--- src/verilog/cache_pkg.sv ---
`default_nettype none

package cache_pkg;

	localparam int addr_w = 16;	// processor byte address
	localparam int word_w = 32;
	localparam int words_per_line = 4;
	localparam int line_w = word_w * words_per_line;	// one memory transfer
	localparam int sets = 16;
	localparam int index_w = 4;
	localparam int word_sel_w = 2;	// word within a line
	localparam int offset_w = 2;	// byte within a word
	localparam int tag_w = addr_w - index_w - word_sel_w - offset_w;
	localparam int line_addr_w = tag_w + index_w;	// memory side address

	// processor address seen either as a plain word or split into fields
	typedef union packed {
		logic [addr_w-1:0] raw;
		struct packed {
			logic [tag_w-1:0] tag;
			logic [index_w-1:0] index;
			logic [word_sel_w-1:0] word;
			logic [offset_w-1:0] offset;	// zero for aligned access
		} fields;
	} cache_addr_t;

	typedef enum logic [2:0] {
		idle,	// waiting for a setup phase
		lookup,	// access phase, tag compare
		write_back,	// dirty victim to memory
		refill,	// line fetch
		respond	// finish a missed access
	} ctrl_state_t;

endpackage

`default_nettype wire

--- src/verilog/cache_way.sv ---
`timescale 1ns/100ps
`default_nettype none

module cache_way import cache_pkg::*; (
	input wire clk,
	input wire reset,
	input wire [index_w-1:0] index,
	input wire [tag_w-1:0] tag,
	input wire [word_sel_w-1:0] word,
	input wire word_we,
	input wire [word_w-1:0] word_wdata,
	input wire fill_en,
	input wire [line_w-1:0] fill_line,
	input wire [tag_w-1:0] fill_tag,
	input wire dirty_set,
	output logic hit,
	output logic [word_w-1:0] rdata,
	output logic [line_w-1:0] line,
	output logic [tag_w-1:0] line_tag,
	output logic dirty
);

	logic [tag_w-1:0] tag_mem [sets];
	logic [words_per_line-1:0][word_w-1:0] data_mem [sets];
	logic [sets-1:0] valid_bits;
	logic [sets-1:0] dirty_bits;

	// lookup works on the registered contents of the indexed set
	assign hit = valid_bits[index] && (tag_mem[index] == tag);
	assign rdata = data_mem[index][word];
	assign line = data_mem[index];	// write-back source
	assign line_tag = tag_mem[index];
	assign dirty = dirty_bits[index];

	always_ff @(posedge clk) begin
		if (reset) begin
			valid_bits <= '0;
			dirty_bits <= '0;
		end else if (fill_en) begin
			valid_bits[index] <= 1'b1;
			dirty_bits[index] <= dirty_set;	// set when the fill carries a write
		end else if (word_we) begin
			dirty_bits[index] <= 1'b1;
		end
	end

	always_ff @(posedge clk) begin
		if (fill_en) begin
			tag_mem[index] <= fill_tag;
			data_mem[index] <= fill_line;	// whole line
		end else if (word_we) begin
			data_mem[index][word] <= word_wdata;	// one word only
		end
	end

	// the controller writes a way on a hit or on a refill and never both at once
	a_fill_or_write: assert property (
		@(posedge clk) disable iff (reset)
		!(fill_en && word_we)
	) else $error("cache_way: fill and word write in the same cycle");

endmodule

`default_nettype wire

--- src/verilog/cache_ctrl.sv ---
`timescale 1ns/100ps
`default_nettype none

module cache_ctrl import cache_pkg::*; (
	input wire clk,
	input wire reset,
	input wire psel,
	input wire penable,
	input wire pwrite,
	input wire [addr_w-1:0] paddr,
	input wire [word_w-1:0] pwdata,
	output logic [word_w-1:0] prdata,
	output logic pready,
	input wire hit0,
	input wire hit1,
	input wire [word_w-1:0] rdata0,
	input wire [word_w-1:0] rdata1,
	input wire [line_w-1:0] line0,
	input wire [line_w-1:0] line1,
	input wire [tag_w-1:0] tag0,
	input wire [tag_w-1:0] tag1,
	input wire dirty0,
	input wire dirty1,
	output logic [index_w-1:0] index,
	output logic [tag_w-1:0] tag,
	output logic [word_sel_w-1:0] word,
	output logic we0,
	output logic we1,
	output logic fill0,
	output logic fill1,
	output logic [word_w-1:0] wdata,
	output logic [line_w-1:0] fill_line,
	input wire [line_w-1:0] mem_prdata,
	input wire mem_pready,
	output logic mem_psel,
	output logic mem_penable,
	output logic mem_pwrite,
	output logic [line_addr_w-1:0] mem_paddr,
	output logic [line_w-1:0] mem_pwdata
);

	cache_addr_t req;
	ctrl_state_t state;
	logic [sets-1:0] lru;	// way to replace next, per set
	logic victim;	// way chosen on the current miss
	logic hit;
	logic victim_dirty;
	logic mem_done;
	logic [tag_w-1:0] victim_tag;

	assign req.raw = paddr;	// requester holds paddr for the whole access
	assign index = req.fields.index;
	assign tag = req.fields.tag;
	assign word = req.fields.word;

	assign hit = hit0 || hit1;
	assign prdata = hit1 ? rdata1 : rdata0;
	assign victim_dirty = lru[index] ? dirty1 : dirty0;	// checked before victim is latched
	assign mem_done = mem_psel && mem_penable && mem_pready;

	// hits answer in the access phase and misses from respond
	assign pready = ((state == lookup) && hit) || (state == respond);

	assign wdata = pwdata;
	assign we0 = (state == lookup) && pwrite && hit0;
	assign we1 = (state == lookup) && pwrite && hit1;
	assign fill0 = (state == refill) && mem_done && !victim;
	assign fill1 = (state == refill) && mem_done && victim;

	// a missed write is merged into the incoming line
	always_comb begin
		fill_line = mem_prdata;
		if (pwrite) begin
			fill_line[word*word_w +: word_w] = pwdata;
		end
	end

	assign victim_tag = victim ? tag1 : tag0;
	assign mem_pwrite = (state == write_back);
	assign mem_paddr = mem_pwrite ? {victim_tag, index} : {tag, index};
	assign mem_pwdata = victim ? line1 : line0;

	always_ff @(posedge clk) begin
		if (reset) begin
			state <= idle;
			lru <= '0;
			victim <= 1'b0;
			mem_psel <= 1'b0;
			mem_penable <= 1'b0;
		end else begin
			case (state)
				idle: begin
					if (psel && !penable) begin	// setup phase seen
						state <= lookup;
					end
				end
				lookup: begin
					if (hit) begin
						lru[index] <= hit0;	// other way becomes the victim
						state <= idle;
					end else begin
						victim <= lru[index];
						mem_psel <= 1'b1;	// setup of the first memory transfer
						mem_penable <= 1'b0;
						state <= victim_dirty ? write_back : refill;
					end
				end
				write_back: begin
					if (!mem_penable) begin
						mem_penable <= 1'b1;
					end else if (mem_pready) begin
						mem_penable <= 1'b0;	// psel stays up for the back to back read
						state <= refill;
					end
				end
				refill: begin
					if (!mem_penable) begin
						mem_penable <= 1'b1;
					end else if (mem_pready) begin
						mem_psel <= 1'b0;
						mem_penable <= 1'b0;
						lru[index] <= !victim;	// fresh line is most recent
						state <= respond;
					end
				end
				respond: begin
					state <= idle;	// filled way now hits
				end
				default: begin
					state <= idle;
				end
			endcase
		end
	end

	// a tag lives in at most one way of a set
	a_single_hit: assert property (
		@(posedge clk) disable iff (reset)
		!(hit0 && hit1)
	) else $error("cache_ctrl: both ways hit");

	a_mem_enable: assert property (
		@(posedge clk) disable iff (reset)
		mem_penable |-> mem_psel
	) else $error("cache_ctrl: mem_penable without mem_psel");

	a_aligned: assert property (
		@(posedge clk) disable iff (reset)
		psel |-> (req.fields.offset == '0)
	) else $error("cache_ctrl: unaligned paddr");

endmodule

`default_nettype wire

--- src/verilog/cache_top.sv ---
`timescale 1ns/100ps
`default_nettype none

module cache_top import cache_pkg::*; (
	input wire clk,
	input wire reset,
	input wire psel,
	input wire penable,
	input wire pwrite,
	input wire [addr_w-1:0] paddr,
	input wire [word_w-1:0] pwdata,
	output logic [word_w-1:0] prdata,
	output logic pready,
	output logic mem_psel,
	output logic mem_penable,
	output logic mem_pwrite,
	output logic [line_addr_w-1:0] mem_paddr,
	output logic [line_w-1:0] mem_pwdata,
	input wire [line_w-1:0] mem_prdata,
	input wire mem_pready
);

	logic [index_w-1:0] index;
	logic [tag_w-1:0] tag;
	logic [word_sel_w-1:0] word;
	logic we0;
	logic we1;
	logic fill0;
	logic fill1;
	logic [word_w-1:0] wdata;
	logic [line_w-1:0] fill_line;
	logic hit0;
	logic hit1;
	logic [word_w-1:0] rdata0;
	logic [word_w-1:0] rdata1;
	logic [line_w-1:0] line0;
	logic [line_w-1:0] line1;
	logic [tag_w-1:0] tag0;
	logic [tag_w-1:0] tag1;
	logic dirty0;
	logic dirty1;

	// a refill that carries a write leaves the line dirty
	cache_way way0 (
		.clk(clk),
		.reset(reset),
		.index(index),
		.tag(tag),
		.word(word),
		.word_we(we0),
		.word_wdata(wdata),
		.fill_en(fill0),
		.fill_line(fill_line),
		.fill_tag(tag),
		.dirty_set(pwrite),
		.hit(hit0),
		.rdata(rdata0),
		.line(line0),
		.line_tag(tag0),
		.dirty(dirty0)
	);

	cache_way way1 (
		.clk(clk),
		.reset(reset),
		.index(index),
		.tag(tag),
		.word(word),
		.word_we(we1),
		.word_wdata(wdata),
		.fill_en(fill1),
		.fill_line(fill_line),
		.fill_tag(tag),
		.dirty_set(pwrite),
		.hit(hit1),
		.rdata(rdata1),
		.line(line1),
		.line_tag(tag1),
		.dirty(dirty1)
	);

	cache_ctrl ctrl0 (
		.clk(clk),
		.reset(reset),
		.psel(psel),
		.penable(penable),
		.pwrite(pwrite),
		.paddr(paddr),
		.pwdata(pwdata),
		.prdata(prdata),
		.pready(pready),
		.hit0(hit0),
		.hit1(hit1),
		.rdata0(rdata0),
		.rdata1(rdata1),
		.line0(line0),
		.line1(line1),
		.tag0(tag0),
		.tag1(tag1),
		.dirty0(dirty0),
		.dirty1(dirty1),
		.index(index),
		.tag(tag),
		.word(word),
		.we0(we0),
		.we1(we1),
		.fill0(fill0),
		.fill1(fill1),
		.wdata(wdata),
		.fill_line(fill_line),
		.mem_prdata(mem_prdata),
		.mem_pready(mem_pready),
		.mem_psel(mem_psel),
		.mem_penable(mem_penable),
		.mem_pwrite(mem_pwrite),
		.mem_paddr(mem_paddr),
		.mem_pwdata(mem_pwdata)
	);

endmodule

`default_nettype wire

--- config.mk ---
export PLATFORM = sky130hd
export DESIGN_NAME = cache_top
export DESIGN_NICKNAME = d
export VERILOG_FILES = /design/src/verilog/cache_pkg.sv /design/src/verilog/cache_way.sv /design/src/verilog/cache_ctrl.sv /design/src/verilog/cache_top.sv
export SDC_FILE = /design/constraint.sdc
export NUM_CORES = 2
export LEC_CHECK = 0
export BUFFER_PORTS_ARGS = -buffer_cell sky130_fd_sc_hd__buf_2
export CORE_UTILIZATION = 25
export DETAILED_ROUTE_END_ITERATION = 12
export PLACE_DENSITY = 0.5
export SETUP_SLACK_MARGIN = 0.02
export SLEW_MARGIN = 20
export SYNTH_ARGS = -nofsm -noshare
export SYNTH_HDL_FRONTEND = slang
export SYNTH_MEMORY_MAX_BITS = 65536
export SYNTH_SLANG_ARGS = --single-unit
--- constraint.sdc ---
create_clock -name clk -period 12.4 [get_ports clk]
set_input_delay 2.48 -clock clk [delete_from_list [all_inputs] [get_ports clk]]
set_output_delay 2.48 -clock clk [all_outputs]
set_load 0.02 [all_outputs]
==> metrics <==
status=complete, no violations; core area=0.700 mm2; Worst R2R Path Depth=11; Slew @ Worst Pin=1.31 ns; Routed Antenna Nets=0; cell taking the most area after synthesis=edfxtp_1; Commonest cells post-synth=edfxtp_1 (4352), mux4_2 (1356), clkbuf_1 (265), nor2_1 (263), o21ai_0 (192); die height=between 800 and 900 um; syn nets=8139; Final TNS setup=0 ns; sequential area share after synthesis=approximately three quarters; crit share post-route=85.9%; Slew HR=between 10% and 20%; RR Startpoint=way1.tag_mem[15][5]$_DFFE_PP_; Syn-to-layout area delta=17.1%; CP Capture Type=output pin; hold_buf cts=0; Die ar.=a little over 0.7 mm2; vias in the first global route=roughly 91000; RSZ-0062 raised after global routing=no; non-filler instance count after layout=around 18000; dpl cells=~17000; Setup Buffers After CTS=0; vias=91100; HP Class=flop to flop; # fillers=roughly 68000; Worst-Skew Late Latency=approximately 1.1 ns; R2R setup slack=6.76 ns; H-tree Lvls=5; Post-synth EDFFs=~4400; Yosys cell types=75; register bit count reported by yosys=roughly 4400; crit start category=primary input; CTS tree=done; CP arrival=approximately 8 ns; residual DRC count=0; largest net degree at the start of global routing=128; first-pass GRT wire length=approximately 800 mm; Hold Crit Depth=1; routed vias/inst=4.97; Worst-path clk slew=0.06 ns; Worst Hold End=way1.dirty_bits[15]$_SDFFE_PP0P_; clock sink count=about 4400; maximum vdd drop=between 100 and 150 uV; final worst slack=between 1.5 and 2 ns; largest cells by area after synthesis=edfxtp_1 (74%), mux4_2 (17%), dfxtp_1 (0.98%); number of max-cap violations=0; All-Layer GR Usage=roughly 17%; Post-Route Skew=approximately 0.13 ns; cells after synthesis=between 7000 and 8000; Crit Path Max Fanout=66; Leakage=62.2 nW; post-DR wirelength/cell=32.8 um; final hold vios=0; pwr/cell area=about 160 mW/mm2; I/O Buffers=between 300 and 400; initial antenna violation count=about 160; Async SR Flop Fraction=0%; placed standard-cell area=0.191 mm2; most common flop cell mapped by yosys=edfxtp_1; Max Root-Sink Buffers=4; kind of critical path=primary input to output pin; setup violators final=0; count leader, synth=edfxtp_1; Fmax=93.9 MHz; initial DRC count=roughly 12000; hold_sp=way1.dirty_bits[15]$_SDFFE_PP0P_; Period minus WS final=10.65 ns; cts bufs inserted=around 460; Yosys warnings=0; ratio of cells with drive above 1 in the final layout=roughly a third; GR Overflow Total=0; Post-Place Setup Slack=roughly 1.7 ns; post_cts resized=0; Initial Util=about a quarter; Detail Placement HPWL=about 360 mm; RR Endpoint=way1.data_mem[0][103]$_DFFE_PP_; routed wire length=between 600 and 700 mm; syn avg cell area=22.1 um2; DRT Pass-1 Iters=6; Pins Over Slew Limit=0; Die Wd=841 um; # rows=between 300 and 400; post-synth top area share=between 70% and 80%; gpl congestion=0.802; Nets=between 8000 and 9000; Design Area, Final=0.206 mm2; Post-Synthesis Cell Area=between 0.15 and 0.2 mm2; I/O pin cnt=between 300 and 400; Crit path required time=9.92 ns; Root Driver=clkbuf_16
[power by group]
| part | internal, mW | total [mW] | switching (mW) |
|---|---|---|---|
| Clock | 7.74 | 13.6 | 5.85 |
| Combinational | 0.676 | 2.11 | 1.43 |
| Sequential | 16.5 | 16.5 | 0.00823 |
[through the flow]
step / total power, mW / utilization [%] / hold WS [ns]
6_report: 32.2 / 29.4 / 0.464
3_3_place_gp: 18.9 / 27.2 / 0.441
2_1_floorplan: 18.0 / - / 0.427
5_1_grt: 33.1 / 29.4 / 0.480
3_5_place_dp: 19.0 / 27.3 / 0.443
4_1_cts: 32.5 / 29.4 / 0.462
[worst max-delay path, stage by stage]
cell and delay, ns:
buf_8 0.43, nor2b_1 0.95, a22oi_1 0.30, nand2_1 0.16, xor2_1 0.12, or4_4 0.72, nor2_4 0.80, buf_4 0.43
buf_4 0.22, o21ai_0 0.45, buf_4 0.35, and4b_1 0.28, buf_2 0.20
[cell families after synthesis]
kind of cell               after synthesis  share of synthesized area [%]
DFF                                   4438                           75.3
muxes                                 1479                           18.1
AOI/OAI and AO/OA                      700                           2.95
and+or+nand+nor                        667                           1.94
buffers and inverters                  647                           1.62
xor gates and xnor gates                12                         0.0597
adders and majority gates                7                         0.0498
[worst max path at each step]
stage                  start         end  slack (ns)  depth (start not counted)
global placement    paddr[5]  prdata[22]        1.75                         13
global route        paddr[4]  prdata[21]        1.62                         10
finish              paddr[5]  prdata[22]        1.75                         13
floorplan           paddr[4]  prdata[24]        4.30                         11
CTS                 paddr[5]  prdata[22]        1.73                         13
detailed placement  paddr[5]  prdata[22]        1.75                         13
[sequential cells by signal, summed over array words and instances (netlist names)]
signal / count
way0.data_mem: 2048
way1.data_mem: 2048
way0.tag_mem: 128
way1.tag_mem: 128
ctrl0.lru: 16
way0.dirty_bits: 16
way0.valid_bits: 16
way1.dirty_bits: 16
way1.valid_bits: 16
ctrl0.state: 3
ctrl0.mem_penable: 1
ctrl0.mem_psel: 1
ctrl0.victim: 1
[area by class of cell]
| type | instances | area (um2) | area share, % |
|---|---|---|---|
| Timing Repair Buffer | 671 | 4570 | 2.22 |
| Inverter | 78 | 303 | 0.147 |
| Clock buffer | 605 | 12300 | 5.99 |
| Antenna cell | 172 | 430 | 0.209 |
| Multi-Input combinational cell | 2865 | 42100 | 20.4 |
| Clock inverter | 251 | 2350 | 1.14 |
| Tap cell | 9270 | 11600 | 5.63 |
| Sequential cell | 4438 | 132000 | 64.3 |
[cells in the final DEF (no fill, tap or decap), types with 16 or more instances in the layout]
cell and instances:
and4b_1 32, a32o_1 128, or4_1 49, dfxtp_1 85
nand2_1 102, clkbuf_16 467, bufinv_16 36, o211ai_1 17
a21oi_1 30, nor2_2 18, nor2_4 130, clkinv_2 65
o2bb2ai_1 17, a31oi_1 81, nor3b_1 19, o21ai_0 138
nand4_1 43, o31ai_1 32, buf_12 20, nand4b_1 16
inv_1 73, mux4_2 1356, mux2_2 73, nand3_1 59
clkbuf_1 124, o21ai_1 40, nor2_1 115, edfxtp_1 4352
clkinv_1 113, diode_2 172, buf_2 350, buf_4 291
a22o_1 131, mux2i_1 49, nand2_2 23
[per-layer routing]
metal / track usage, % / share of wire [%]
met5: 0 / 0.026
met2: 27.5 / 49
met4: 7.90 / 5.2
met1: 20.5 / 37
met3: 3.47 / 8.8
No activity file was read; power rests on OpenSTA's default activity.
